===== config.mk =====
export PLATFORM = sky130hd
export DESIGN_NAME = dma_write_top
export DESIGN_NICKNAME = d
export VERILOG_FILES = /design/src/axi_pkg.sv /design/src/dma_pkg.sv /design/src/dma_write_top.sv /design/src/write_dest_fsm.sv /design/src/dma_csr_apb.sv /design/src/sync_fifo.sv
export SDC_FILE = /design/constraint.sdc
export NUM_CORES = 1
export LEC_CHECK = 0
export ABC_CLOCK_PERIOD_IN_PS = 5000
export BUFFER_PORTS_ARGS = -buffer_cell sky130_fd_sc_hd__buf_2
export CAP_MARGIN = 25
export CORE_UTILIZATION = 53
export CTS_BUF_LIST = sky130_fd_sc_hd__clkbuf_16
export DETAILED_ROUTE_END_ITERATION = 7
export PLACE_DENSITY_LB_ADDON = 0.1
export SLEW_MARGIN = 20
export SYNTH_ARGS = -nofsm -noshare
export SYNTH_HDL_FRONTEND = slang
export SYNTH_HIERARCHICAL = 1
export SYNTH_SLANG_ARGS = --single-unit

===== constraint.sdc =====
create_clock -name clk -period 5 [get_ports clk]
set_input_delay 1 -clock clk [delete_from_list [all_inputs] [get_ports clk]]
set_output_delay 1 -clock clk [all_outputs]
set_load 0.01 [all_outputs]

===== src/axi_pkg.sv =====
/* AXI write-channel widths, burst and response codes,
   and the packed structs for the AW, W and B channels */
`default_nettype none

package axi_pkg;

   localparam int ADDR_W  = 32;
   localparam int DATA_W  = 32;
   localparam int STRB_W  = DATA_W / 8;
   localparam int LEN_W   = 4;
   localparam int SIZE_W  = 3;
   localparam int BURST_W = 2;
   localparam int RESP_W  = 2;

   localparam logic [BURST_W-1:0] BURST_INCR = 2'b01;

   localparam logic [RESP_W-1:0] OKAY   = 2'b00;
   localparam logic [RESP_W-1:0] SLVERR = 2'b10;

   typedef struct packed {
      logic [ADDR_W-1:0]  addr;
      logic [LEN_W-1:0]   len;
      logic [SIZE_W-1:0]  size;
      logic [BURST_W-1:0] burst;
   } t_aw;

   typedef struct packed {
      logic [DATA_W-1:0] data;
      logic [STRB_W-1:0] strb;
      logic              last;
   } t_w;

   typedef struct packed {
      logic [RESP_W-1:0] resp;
   } t_b;

endpackage

`default_nettype wire

===== src/dma_pkg.sv =====
/* DMA sizes, CSR address map and control bits,
   descriptor, control, status and perf-counter types */
`default_nettype none

package dma_pkg;

   localparam int LENGTH_W    = 12;
   localparam int PERF_CNTR_W = 32;
   localparam int DESC_DEPTH  = 4;
   localparam int DATA_DEPTH  = 32;
   localparam int WR_STATE_W  = 5;

   // One full burst of 16 beats
   localparam int BURST_BYTES = axi_pkg::STRB_W * (2 ** axi_pkg::LEN_W);

   localparam int CSR_ADDR_W = 8;
   localparam int CSR_DATA_W = 32;

   localparam logic [CSR_ADDR_W-1:0] DEST_ADDR = 8'h00;
   localparam logic [CSR_ADDR_W-1:0] LENGTH    = 8'h04;
   localparam logic [CSR_ADDR_W-1:0] CONTROL   = 8'h08;
   localparam logic [CSR_ADDR_W-1:0] STATUS    = 8'h0C;
   localparam logic [CSR_ADDR_W-1:0] CLK_CNT   = 8'h10;
   localparam logic [CSR_ADDR_W-1:0] VALID_CNT = 8'h14;
   localparam logic [CSR_ADDR_W-1:0] DONE_CNT  = 8'h18;

   localparam int CTRL_GO_BIT               = 0;
   localparam int CTRL_RESET_DISPATCHER_BIT = 1;

   typedef struct packed {
      logic [axi_pkg::ADDR_W-1:0] dest_addr;
      logic [LENGTH_W-1:0]        length;
   } t_dma_descriptor;

   typedef struct packed {
      logic reset_dispatcher;
   } t_dma_csr_control;

   typedef struct packed {
      logic [PERF_CNTR_W-1:0] wr_dest_clk_cnt;
      logic [PERF_CNTR_W-1:0] wr_dest_valid_cnt;
   } t_dma_perf_cntr;

   typedef struct packed {
      logic                  busy;
      logic                  stopped_on_error;
      logic                  wr_rsp_err;
      logic [WR_STATE_W-1:0] wr_state;
      t_dma_perf_cntr        perf;
   } t_dma_csr_status;

endpackage

`default_nettype wire


===== src/dma_write_top.sv =====
/* DMA write engine top: APB CSR block, descriptor and data FIFOs
   and the AXI write-destination FSM */
`default_nettype none

module dma_write_top (
   input  logic                           clk,
   input  logic                           reset_n,
   input  logic [dma_pkg::CSR_ADDR_W-1:0] paddr,
   input  logic                           psel,
   input  logic                           penable,
   input  logic                           pwrite,
   input  logic [dma_pkg::CSR_DATA_W-1:0] pwdata,
   output logic [dma_pkg::CSR_DATA_W-1:0] prdata,
   output logic                           pready,
   output logic                           pslverr,
   input  logic                           in_valid,
   output logic                           in_ready,
   input  logic [axi_pkg::DATA_W-1:0]     in_data,
   output logic                           awvalid,
   input  logic                           awready,
   output axi_pkg::t_aw                   aw,
   output logic                           wvalid,
   input  logic                           wready,
   output axi_pkg::t_w                    w,
   input  logic                           bvalid,
   input  axi_pkg::t_b                    b,
   output logic                           bready
);

   logic                       desc_push;
   logic                       desc_full;
   logic                       desc_not_empty;
   logic                       desc_pop;
   logic                       wr_fsm_done;
   logic                       desc_drop;
   logic                       data_full;
   logic                       data_not_empty;
   logic                       data_rd_en;
   logic [axi_pkg::DATA_W-1:0] data_rd_data;
   dma_pkg::t_dma_descriptor   csr_descriptor;
   dma_pkg::t_dma_descriptor   head_descriptor;
   dma_pkg::t_dma_csr_control  csr_control;
   dma_pkg::t_dma_csr_status   wr_dest_status;

   assign desc_pop = wr_fsm_done | desc_drop;
   assign in_ready = ~data_full;

   dma_csr_apb csr (
      .clk, .reset_n,
      .paddr, .psel, .penable, .pwrite, .pwdata,
      .prdata, .pready, .pslverr,
      .desc_push, .descriptor(csr_descriptor), .desc_full,
      .csr_control, .wr_fsm_done, .wr_dest_status
   );

   sync_fifo #(
      .t_payload(dma_pkg::t_dma_descriptor),
      .DEPTH    (dma_pkg::DESC_DEPTH)
   ) desc_fifo (
      .clk, .reset_n,
      .push(desc_push), .push_data(csr_descriptor),
      .pop(desc_pop), .pop_data(head_descriptor),
      .not_empty(desc_not_empty), .full(desc_full)
   );

   // The FIFO ignores a push while full, which is exactly when in_ready is low
   sync_fifo #(
      .t_payload(logic [axi_pkg::DATA_W-1:0]),
      .DEPTH    (dma_pkg::DATA_DEPTH)
   ) data_fifo (
      .clk, .reset_n,
      .push(in_valid), .push_data(in_data),
      .pop(data_rd_en), .pop_data(data_rd_data),
      .not_empty(data_not_empty), .full(data_full)
   );

   write_dest_fsm wr_fsm (
      .clk, .reset_n,
      .desc_not_empty, .descriptor(head_descriptor),
      .wr_fsm_done, .desc_drop, .csr_control, .wr_dest_status,
      .data_not_empty, .data_rd_data, .data_rd_en,
      .awvalid, .awready, .aw,
      .wvalid, .wready, .w,
      .bvalid, .b, .bready
   );

endmodule

`default_nettype wire


===== src/write_dest_fsm.sv =====
/* Write-destination FSM: splits a descriptor into INCR bursts of up to
   16 beats on AXI AW/W/B and keeps status and bandwidth counters */
`default_nettype none

module write_dest_fsm (
   input  logic                        clk,
   input  logic                        reset_n,
   input  logic                        desc_not_empty,
   input  dma_pkg::t_dma_descriptor    descriptor,
   output logic                        wr_fsm_done,
   output logic                        desc_drop,
   input  dma_pkg::t_dma_csr_control   csr_control,
   output dma_pkg::t_dma_csr_status    wr_dest_status,
   input  logic                        data_not_empty,
   input  logic [axi_pkg::DATA_W-1:0]  data_rd_data,
   output logic                        data_rd_en,
   output logic                        awvalid,
   input  logic                        awready,
   output axi_pkg::t_aw                aw,
   output logic                        wvalid,
   input  logic                        wready,
   output axi_pkg::t_w                 w,
   input  logic                        bvalid,
   input  axi_pkg::t_b                 b,
   output logic                        bready
);

   localparam int LEN_W    = axi_pkg::LEN_W;
   localparam int LENGTH_W = dma_pkg::LENGTH_W;
   localparam logic [axi_pkg::SIZE_W-1:0] AW_SIZE = axi_pkg::SIZE_W'($clog2(axi_pkg::STRB_W));
   localparam logic [LENGTH_W-1:0] MAX_BEATS = LENGTH_W'(2 ** LEN_W);

   // IDLE is the all-zero code and the others are one-hot
   typedef enum logic [dma_pkg::WR_STATE_W-1:0] {
      IDLE            = 5'b00000,
      ADDR_SETUP      = 5'b00001,
      DATA_WAIT       = 5'b00010,
      WRITE_DATA      = 5'b00100,
      WAIT_FOR_WR_RSP = 5'b01000,
      ERROR           = 5'b10000
   } t_state;

   t_state                          state;
   t_state                          next;
   logic                            aw_fire;
   logic                            w_fire;
   logic                            b_fire;
   logic                            rsp_err;
   logic [axi_pkg::ADDR_W-1:0]      aw_addr;
   logic [LEN_W-1:0]                aw_len;
   logic [LEN_W-1:0]                beat_cnt;
   logic [LENGTH_W-1:0]             beats_left;
   logic [dma_pkg::PERF_CNTR_W-1:0] clk_cnt;
   logic [dma_pkg::PERF_CNTR_W-1:0] valid_cnt;

   // AXI len for the next burst given the beats still to send
   function automatic logic [LEN_W-1:0] burst_len(input logic [LENGTH_W-1:0] beats);
      return (beats > MAX_BEATS) ? '1 : LEN_W'(beats - 1'b1);
   endfunction

   assign aw_fire = awvalid & awready;
   assign w_fire  = wvalid & wready;
   assign b_fire  = bvalid & bready;
   assign rsp_err = (b.resp == axi_pkg::SLVERR);

   always_ff @(posedge clk) begin
      if (!reset_n) begin
         state <= IDLE;
      end else begin
         state <= next;
      end
   end

   always_comb begin
      next = state;
      case (state)
         IDLE:       if (desc_not_empty) next = ADDR_SETUP;
         ADDR_SETUP: if (aw_fire) next = DATA_WAIT;
         DATA_WAIT:  if (data_not_empty) next = WRITE_DATA;
         WRITE_DATA: if (w_fire && w.last) next = WAIT_FOR_WR_RSP;
         WAIT_FOR_WR_RSP: begin
            if (b_fire) begin
               if (rsp_err) next = ERROR;
               else if (beats_left == '0) next = IDLE;
               else next = ADDR_SETUP;
            end
         end
         ERROR:      if (csr_control.reset_dispatcher) next = IDLE;
         default:    next = IDLE;
      endcase
   end

   // Burst address, length and beat bookkeeping
   always_ff @(posedge clk) begin
      if (state == IDLE) begin
         aw_addr    <= descriptor.dest_addr;
         aw_len     <= burst_len(descriptor.length);
         beats_left <= descriptor.length;
      end
      if (aw_fire) begin
         beat_cnt <= '0;
      end else if (w_fire) begin
         beat_cnt <= beat_cnt + 1'b1;
      end
      if (w_fire && w.last) begin
         beats_left <= beats_left - (LENGTH_W'(aw_len) + 1'b1);
      end
      if (state == WAIT_FOR_WR_RSP && next == ADDR_SETUP) begin
         aw_addr <= aw_addr + axi_pkg::ADDR_W'(dma_pkg::BURST_BYTES);
         aw_len  <= burst_len(beats_left);
      end
   end

   assign awvalid  = (state == ADDR_SETUP);
   assign aw.addr  = aw_addr;
   assign aw.len   = aw_len;
   assign aw.size  = AW_SIZE;
   assign aw.burst = axi_pkg::BURST_INCR;

   // wvalid follows the FIFO head, which only this block pops
   assign wvalid     = (state == WRITE_DATA) & data_not_empty;
   assign w.data     = data_rd_data;
   assign w.strb     = '1;
   assign w.last     = (beat_cnt == aw_len);
   assign data_rd_en = w_fire;

   assign bready      = 1'b1;
   assign wr_fsm_done = (state == WAIT_FOR_WR_RSP) & b_fire & ~rsp_err & (beats_left == '0);
   assign desc_drop   = (state == ERROR) & csr_control.reset_dispatcher;

   // Counters clear at descriptor start so they stay readable afterwards
   always_ff @(posedge clk) begin
      if (!reset_n) begin
         clk_cnt   <= '0;
         valid_cnt <= '0;
      end else if (state == IDLE && next == ADDR_SETUP) begin
         clk_cnt   <= '0;
         valid_cnt <= '0;
      end else if (state != IDLE && state != ERROR) begin
         clk_cnt   <= clk_cnt + 1'b1;
         valid_cnt <= valid_cnt + dma_pkg::PERF_CNTR_W'(w_fire);
      end
   end

   assign wr_dest_status.busy                   = (state != IDLE);
   assign wr_dest_status.stopped_on_error       = (state == ERROR);
   assign wr_dest_status.wr_rsp_err             = (state == ERROR);
   assign wr_dest_status.wr_state               = state;
   assign wr_dest_status.perf.wr_dest_clk_cnt   = clk_cnt;
   assign wr_dest_status.perf.wr_dest_valid_cnt = valid_cnt;

endmodule

`default_nettype wire


===== src/dma_csr_apb.sv =====
/* APB register block: descriptor registers, go and dispatcher-reset
   control, completion counter and status readback */
`default_nettype none

module dma_csr_apb (
   input  logic                             clk,
   input  logic                             reset_n,
   input  logic [dma_pkg::CSR_ADDR_W-1:0]   paddr,
   input  logic                             psel,
   input  logic                             penable,
   input  logic                             pwrite,
   input  logic [dma_pkg::CSR_DATA_W-1:0]   pwdata,
   output logic [dma_pkg::CSR_DATA_W-1:0]   prdata,
   output logic                             pready,
   output logic                             pslverr,
   output logic                             desc_push,
   output dma_pkg::t_dma_descriptor         descriptor,
   input  logic                             desc_full,
   output dma_pkg::t_dma_csr_control        csr_control,
   input  logic                             wr_fsm_done,
   input  dma_pkg::t_dma_csr_status         wr_dest_status
);

   localparam int DW = dma_pkg::CSR_DATA_W;

   logic                            access;
   logic                            wr_access;
   logic                            ctrl_write;
   logic                            go_write;
   logic                            addr_mapped;
   logic [dma_pkg::PERF_CNTR_W-1:0] done_cnt;

   assign access     = psel & penable;
   assign wr_access  = access & pwrite;
   assign ctrl_write = wr_access & (paddr == dma_pkg::CONTROL);
   assign go_write   = ctrl_write & pwdata[dma_pkg::CTRL_GO_BIT];

   // Zero wait states
   assign pready = 1'b1;

   // A go with the descriptor FIFO full is dropped and flagged
   assign pslverr = (go_write & desc_full) | (access & ~addr_mapped);

   always_ff @(posedge clk) begin
      if (!reset_n) begin
         descriptor  <= '0;
         desc_push   <= 1'b0;
         csr_control <= '0;
         done_cnt    <= '0;
      end else begin
         desc_push <= go_write & ~desc_full;
         csr_control.reset_dispatcher <=
            ctrl_write & pwdata[dma_pkg::CTRL_RESET_DISPATCHER_BIT];
         if (wr_access && paddr == dma_pkg::DEST_ADDR) begin
            descriptor.dest_addr <= pwdata[axi_pkg::ADDR_W-1:0];
         end
         if (wr_access && paddr == dma_pkg::LENGTH) begin
            descriptor.length <= pwdata[dma_pkg::LENGTH_W-1:0];
         end
         if (wr_fsm_done) begin
            done_cnt <= done_cnt + 1'b1;
         end
      end
   end

   // STATUS packs busy in bit 0 and the state code from bit 3
   always_comb begin
      prdata      = '0;
      addr_mapped = 1'b1;
      case (paddr)
         dma_pkg::DEST_ADDR: prdata = DW'(descriptor.dest_addr);
         dma_pkg::LENGTH:    prdata = DW'(descriptor.length);
         dma_pkg::CONTROL:   prdata = '0;
         dma_pkg::STATUS: begin
            prdata = DW'({wr_dest_status.wr_state,
                          wr_dest_status.wr_rsp_err,
                          wr_dest_status.stopped_on_error,
                          wr_dest_status.busy});
         end
         dma_pkg::CLK_CNT:   prdata = DW'(wr_dest_status.perf.wr_dest_clk_cnt);
         dma_pkg::VALID_CNT: prdata = DW'(wr_dest_status.perf.wr_dest_valid_cnt);
         dma_pkg::DONE_CNT:  prdata = DW'(done_cnt);
         default:            addr_mapped = 1'b0;
      endcase
   end

endmodule

`default_nettype wire


===== src/sync_fifo.sv =====
/* Synchronous circular-buffer FIFO with a type-parameter payload
   and a first-word-fall-through head */
`default_nettype none

module sync_fifo #(
   parameter type t_payload = logic [31:0],
   parameter int  DEPTH     = 4
)(
   input  logic     clk,
   input  logic     reset_n,
   input  logic     push,
   input  t_payload push_data,
   input  logic     pop,
   output t_payload pop_data,
   output logic     not_empty,
   output logic     full
);

   localparam int PTR_W = (DEPTH > 1) ? $clog2(DEPTH) : 1;
   localparam int CNT_W = $clog2(DEPTH + 1);

   t_payload         mem [DEPTH];
   logic [PTR_W-1:0] wr_ptr;
   logic [PTR_W-1:0] rd_ptr;
   logic [CNT_W-1:0] count;
   logic             do_push;
   logic             do_pop;

   assign full      = (count == CNT_W'(DEPTH));
   assign not_empty = (count != '0);
   assign do_push   = push & ~full;
   assign do_pop    = pop & not_empty;
   assign pop_data  = mem[rd_ptr];

   always_ff @(posedge clk) begin
      if (do_push) begin
         mem[wr_ptr] <= push_data;
      end
   end

   always_ff @(posedge clk) begin
      if (!reset_n) begin
         wr_ptr <= '0;
         rd_ptr <= '0;
         count  <= '0;
      end else begin
         if (do_push) begin
            wr_ptr <= (wr_ptr == PTR_W'(DEPTH - 1)) ? '0 : wr_ptr + 1'b1;
         end
         if (do_pop) begin
            rd_ptr <= (rd_ptr == PTR_W'(DEPTH - 1)) ? '0 : rd_ptr + 1'b1;
         end
         count <= count + CNT_W'(do_push) - CNT_W'(do_pop);
      end
   end

endmodule

`default_nettype wire


==> impl_results.md, run 1 <==
- Outcome: finished, final reports clean
- Fraction of layout cells with a size suffix above 1: 0.233
- Buf/Inv on CP: 2
- Global Route Usage Sum: 0.265
- Fmax: 216 MHz
- Via-to-Cell Ratio: 6.18
- DRC Markers: 0
- CTS Hold Bufs: 0
- Post-synth EDFFs: 1248
- Largest family of logic cells by synthesized area: multiplexers
- Setup Skew: 0.0256 ns
- Mux contribution to synthesized area: 0.118
- Tot Pwr: 24.6 mW
- Slowest CP cell: dfxtp_4
- Post-layout util: 0.607
- Peak supply drop: 0.000315 V
- Flop2flop setup slack: 0.92 ns
- Sink Count: 1429
- Initial antenna violation count: 12
- Sequential share of power: 0.533
- WL final: 148000 um
- Fin crit period: 4.64 ns
- Net Sw Frac: 0.209
- Synth Area in Compound Gates: 0.0603
- Worst EP arrival: 3.64 ns
- Clock power frac: 0.431
- Xor/xnor share of the synthesized area: 0.0115
- WS Path Type: reg -> out
- Clock Path Buffers: 3
- Wire per inst: 27.0 um
- Data required time of the worst path: 4.00 ns
- Setup slack at placement: 0.951 ns
- Pwr Density: 370 nW/um^2
- CP Cell Sequence: buf_12 > mux2_2 > o21ai_0 > nor3_1 > or4_1 > buf_2
- Die H: 335 um
- Max-cap viol count: 0
- Global-route wire length before repair: 220000 um
- Total grt overflow: 0
- Worst-margin pin slew: 1.05 ns
- Post-CTS Setup Inserts: 0
- Area Growth Syn to Fin: 12.9%
- # H-tree levels: 4
- Comb power frac: 0.036
- Fraction of registers with async set/reset: 0
- Final Cycle Share: 0.927
- Yosys warns: 6
- IO buf count: 187
- Final Net Count: 4001
- Post-DP HPWL: 91000 um
- Lkg Pwr: 21.3 nW
- Crit-path max FO: 72
- Register area: 41100 sq um
- Max Transition Viols Final: 0
- Critical path depth: 6
- Post-CTS sizing: 0
- Part of the Yosys area used for sequential elements: 0.699
- Total CTS buffers: 147
- Initial DRT Pass Iterations: 6
- CP Launch Type: register
- RSZ-0062 raised after global routing: false
- Syn Inst Count: 3696
- Hold depth: 3
- Distinct cells, synth: 81
- Via count: 33.9k
- Starting DRC count in detailed routing: 3105
- Final TNS setup: 0 ns
- Number of global-route vias before repair: 34.2k
- Reg clk slew, reported paths: 0.06 ns
- HP Start: pwdata[22]
- Max stage delay on crit path: 0.84 ns
- Yosys reg bits: 1429
- Sw Pwr: 5.13 mW
- Worst skew pair latency: 0.76 ns
- Setup ws final: 0.364 ns
- FF-to-FF End: desc_fifo/count[2]
- Internal power: 19.4 mW
- CP Capture Type: output pin
- Crit Reg-Reg Startpoint: wr_fsm/beats_left[5]
- Netlist Area Pre-Place: 58800 sq um
- Worst Hold End: csr/descriptor[34]
- Core Rows: 121
- Ys flop type: edfxtp_1
- Starting Density: 0.537
- CTS tree: yes
- Worst hold margin: 0.465 ns
- Post-Synth Adder-Cell Area: 0.00868
- Area occupied by multi-input gates: 16500 sq um
- Largest net degree at the start of global routing: 89
- Die ar.: 112000 sq um
- Crit path max-delay family: flip-flops
- Die width: 335 um
- Placeable Area: 109000 sq um
- Layout fillers: 8123
- Hold crit path type: in -> reg
- R2R depth: 15
- Slew HR: 0.301
- Total count of hold-check failures in the final report: 0
- Mapped Avg Cell Area: 15.9 sq um
- Antenna Violating Nets Remaining: 0
- Root Buffer Master: clkbuf_16
- Synth Area in Simple Gates: 0.0767
- Setup-failing EPs final: 0
- Routability congestion estimate: 0.892
- I/O Pins: 199
## power by group through the flow
stage / combinational [mW] / sequential [mW] / clock [mW]
2_1_floorplan: 0.515 / 13.3 / 0
3_3_place_gp: 0.831 / 13.3 / 0
3_5_place_dp: 0.871 / 13.3 / 0
4_1_cts: 0.873 / 13.1 / 10.8
5_1_grt: 0.951 / 13.1 / 11.2
6_report: 0.879 / 13.1 / 10.6
## state kept, by name, indices dropped and copies added, names as in the netlist, 3 cells and up, named ones only
register / count
csr/descriptor: 44
csr/done_cnt: 32
data_fifo/count: 6
data_fifo/mem: 1024
data_fifo/rd_ptr: 5
data_fifo/wr_ptr: 5
desc_fifo/count: 3
desc_fifo/mem: 176
wr_fsm/aw_addr: 32
wr_fsm/aw_len: 4
wr_fsm/beat_cnt: 4
wr_fsm/beats_left: 12
wr_fsm/clk_cnt: 32
wr_fsm/state: 5
wr_fsm/valid_cnt: 32
## synthesized netlist by cell type (63+ instances only)
library cell,number,share of area
nand2_1,147,0.0094
mux2_2,198,0.038
o22ai_1,69,0.0073
nor3_1,93,0.0079
dfxtp_1,181,0.062
mux2i_1,76,0.013
nand3_1,90,0.0077
nor2b_1,70,0.0074
nor2_1,152,0.0097
edfxtp_1,1248,0.64
clkbuf_1,133,0.0085
or4_1,63,0.0080
a22o_1,65,0.0097
o21ai_0,140,0.012
a211oi_1,73,0.0093
mux4_2,169,0.065
a21oi_1,101,0.0086
## final cells by class
type,instances,share of cell area
repair buffers,278,0.0306
inverters,53,0.00300
multi-input cells,1970,0.249
well taps,1476,0.0278
clock inverters,116,0.0135
flip-flops and latches,1429,0.619
diodes,4,0.000151
clock buffers,151,0.0569
## layout by cell type (no fill, tap or decap), types with 32 or more instances in the layout
cell type and count:
edfxtp_1 1248, clkbuf_16 151, a22o_1 65, o22ai_1 69
nor2b_1 68, dfxtp_1 177, mux2i_1 76, xnor2_1 49
nor2_1 118, a21oi_1 101, or3_1 32, nand4_1 41
o21ai_1 32, nand2_1 146, ha_1 36, nor3_1 93
a211oi_1 73, nor2_4 35, nand3_1 90, buf_2 187
inv_1 89, buf_4 58, or4_1 63, mux2_2 198
o21ai_0 140, mux4_2 169
## tightest hold or removal path, cell delays in order
cell and delay (ns):
buf_2 0.07, nand3_1 0.05, o21ai_1 0.06
## routing by layer
metal / up-vias / GRT usage / part of all wire
li1: 15000 / - / -
met1: 17300 / 0.337 / 0.39
met2: 1270 / 0.456 / 0.51
met3: 294 / 0.0408 / 0.060
met4: 10 / 0.108 / 0.038
met5: - / 0 / 0.00034
## cells by family (layout without fill, tap and decap cells)
| family | after synthesis | count (layout) |
|---|---|---|
| AO/OA/AOI/OAI | 560 | 560 |
| XOR/XNOR | 77 | 77 |
| adder cells (fa/ha/maj) | 39 | 39 |
| buffers and inverters | 305 | 598 |
| flip-flops | 1429 | 1429 |
| multiplexers | 448 | 448 |
| other | 3 | 15 |
| AND/OR/NAND/NOR | 835 | 835 |
## worst max-delay path by stage
stage,to,start,slack (ns)
floorplan,desc_fifo/count[2],b[0],1.46
global placement,prdata[2],paddr[2],0.96
detailed placement,prdata[5],paddr[2],0.95
CTS,w[10],register,0.26
global route,w[10],register,0.25
finish,w[10],register,0.36
## through the flow
| stage | std cells | instance area (sq um) |
|---|---|---|
| floorplan | 3704 | 58800 |
| global placement | 5202 | 61600 |
| detailed placement | 5203 | 61700 |
| CTS | 5470 | 66300 |
| global route | 5477 | 66400 |
| finish | 5477 | 66400 |
Power figures use the tool's default switching activity.
==> inputs of run 2 (changes only) <==
--- a/config.mk
+++ b/config.mk
@@ -11,6 +11,7 @@
 export CORE_UTILIZATION = 53
 export CTS_BUF_LIST = sky130_fd_sc_hd__clkbuf_16
 export DETAILED_ROUTE_END_ITERATION = 7
+export MAX_ROUTING_LAYER = met4
 export PLACE_DENSITY_LB_ADDON = 0.1
 export SLEW_MARGIN = 20
 export SYNTH_ARGS = -nofsm -noshare
==> impl_results.md, run 2 (synthesis results as in run 1) <==
- RSZ-0062 raised after global routing: false
- Total grt overflow: 0
- I/O Pins: 199
- Max reg flops: 1024
- Commonest non-fill, non-tap cell in the layout: edfxtp_1
- Slew HR: 0.294
- Max-cap viol count: 0
- WS Path Type: reg -> out
- Final TNS setup: 0 ns
- Final Net Count: 4004
- Biggest register: data_fifo/mem
- Antenna Violating Nets Remaining: 0
- Outcome: finished, final reports clean
- Setup Skew: 0.0226 ns
- Placed instance area: 61600 sq um
- DRC Markers: 0
- Via-to-Cell Ratio: 6.18
- Data required time of the worst path: 4.00 ns
- Post-CTS sizing: 0
- Internal power: 19.2 mW
- Routability congestion estimate: 0.913
- Area Growth Syn to Fin: 12.6%
- Crit-path max FO: 27
- HP Start: wr_fsm/valid_cnt[31]
- CP Capture Type: output pin
- Worst-margin pin slew: 1.06 ns
- IO buf count: 187
- CP Cell Sequence: nand2b_2 > buf_4 > o21ai_0 > nor3_1 > or4_1 > buf_2
- Global Route Usage Sum: 0.273
- Global-route wire length before repair: 219000 um
- Max Transition Viols Final: 0
- Lkg Pwr: 21.2 nW
- Final Instance Area: 66200 sq um
- # H-tree levels: 4
- CTS Hold Bufs: 0
- Die width: 335 um
- Sink Count: 1429
- WL final: 148000 um
- Slowest CP cell: nand2b_2
- Die ar.: 112000 sq um
- Pwr Density: 366 nW/um^2
- Net Sw Frac: 0.209
- Crit Reg-Reg Startpoint: wr_fsm/beats_left[5]
- Initial antenna violation count: 12
- CTS tree: yes
- Final Cycle Share: 0.949
- Worst EP arrival: 3.75 ns
- Initial DRT Pass Iterations: 6
- Root Buffer Master: clkbuf_16
- Setup-failing EPs final: 0
- Largest net degree at the start of global routing: 89
- Post-layout util: 0.605
- Post-DP HPWL: 92100 um
- Hold crit path type: reg -> reg
- Total count of hold-check failures in the final report: 0
- Sw Pwr: 5.07 mW
- Fin crit period: 4.75 ns
- Peak supply drop: 0.000283 V
- Sequential share of power: 0.540
- Most frequent cells in the layout: edfxtp_1 (1248), mux2_2 (198), buf_2 (187)
- Total CTS buffers: 148
- CP Launch Type: register
- Max stage delay on crit path: 0.74 ns
- Core Rows: 121
- Comb power frac: 0.037
- Reg clk slew, reported paths: 0.06 ns
- Clock power frac: 0.423
- Starting DRC count in detailed routing: 3017
- Die H: 335 um
- Post-CTS Setup Inserts: 0
- Wire per inst: 27.1 um
- Via count: 33.9k
- Layout fillers: 8113
- Number of global-route vias before repair: 34.5k
- Starting Density: 0.537
- Placeable Area: 109000 sq um
- Top Registers: data_fifo/mem: 1024 flops, desc_fifo/mem: 176 flops, csr/descriptor: 44 flops
- Fmax: 211 MHz
- Worst skew pair latency: 0.74 ns
- Clock Path Buffers: 3
- Fraction of layout cells with a size suffix above 1: 0.231
[run 2: stage by stage]
stage	instances	total power, mW	hold slack, ns	setup WS [ns]
floorplan	3704	13.9	0.442	1.46
global placement	5205	14.2	0.456	0.947
detailed placement	5206	14.2	0.460	0.887
CTS	5468	24.4	0.430	0.144
global route	5479	24.9	0.466	0.0573
finish	5479	24.2	0.464	0.253
[run 2: power groups by stage]
| stage | registers (mW) | logic [mW] | clock network, mW |
|---|---|---|---|
| global route | 13.1 | 0.956 | 10.9 |
| global placement | 13.3 | 0.846 | 0 |
| floorplan | 13.3 | 0.515 | 0 |
| detailed placement | 13.3 | 0.885 | 0 |
| finish | 13.1 | 0.890 | 10.2 |
| CTS | 13.1 | 0.887 | 10.4 |
[run 2: layout make-up]
class	instances	area, sq um	share of cell area
multi-input combinational	1970	16500	0.250
timing repair buffer	280	1960	0.0296
clock inverter	103	564	0.00852
inverter	53	199	0.00300
sequential	1429	41100	0.621
antenna	9	22.5	0.000340
tap	1476	1850	0.0279
clock buffer	159	3980	0.0601
[run 2: final timing paths]
check | endpoint | slack, ns | cells past startpoint
worst min-delay path | wr_fsm/valid_cnt[31] | 0.46 | 2
worst max-delay path | w[10] | 0.25 | 6
worst min register to register | wr_fsm/valid_cnt[31] | 0.46 | 2
worst max register to register | desc_fifo/count[2] | 0.93 | 15
[run 2: routing by layer]
metal,part of all wire,global-route usage,up-vias,wire [um]
met5,0,-,-,0
met4,0.036,0.106,0,5410
met3,0.055,0.0408,290,8120
met2,0.51,0.461,1198,75900
met1,0.40,0.332,17400,58800
li1,-,-,15000,-
[run 2: critical path: cells and delay by family (launching register included)]
| family | cells | cell delay (ns) |
|---|---|---|
| DFF | 1 | 0.69 |
| AOI/OAI and AO/OA | 1 | 0.19 |
| and+or+nand+nor | 3 | 1.56 |
| buffers and inverters | 2 | 0.53 |
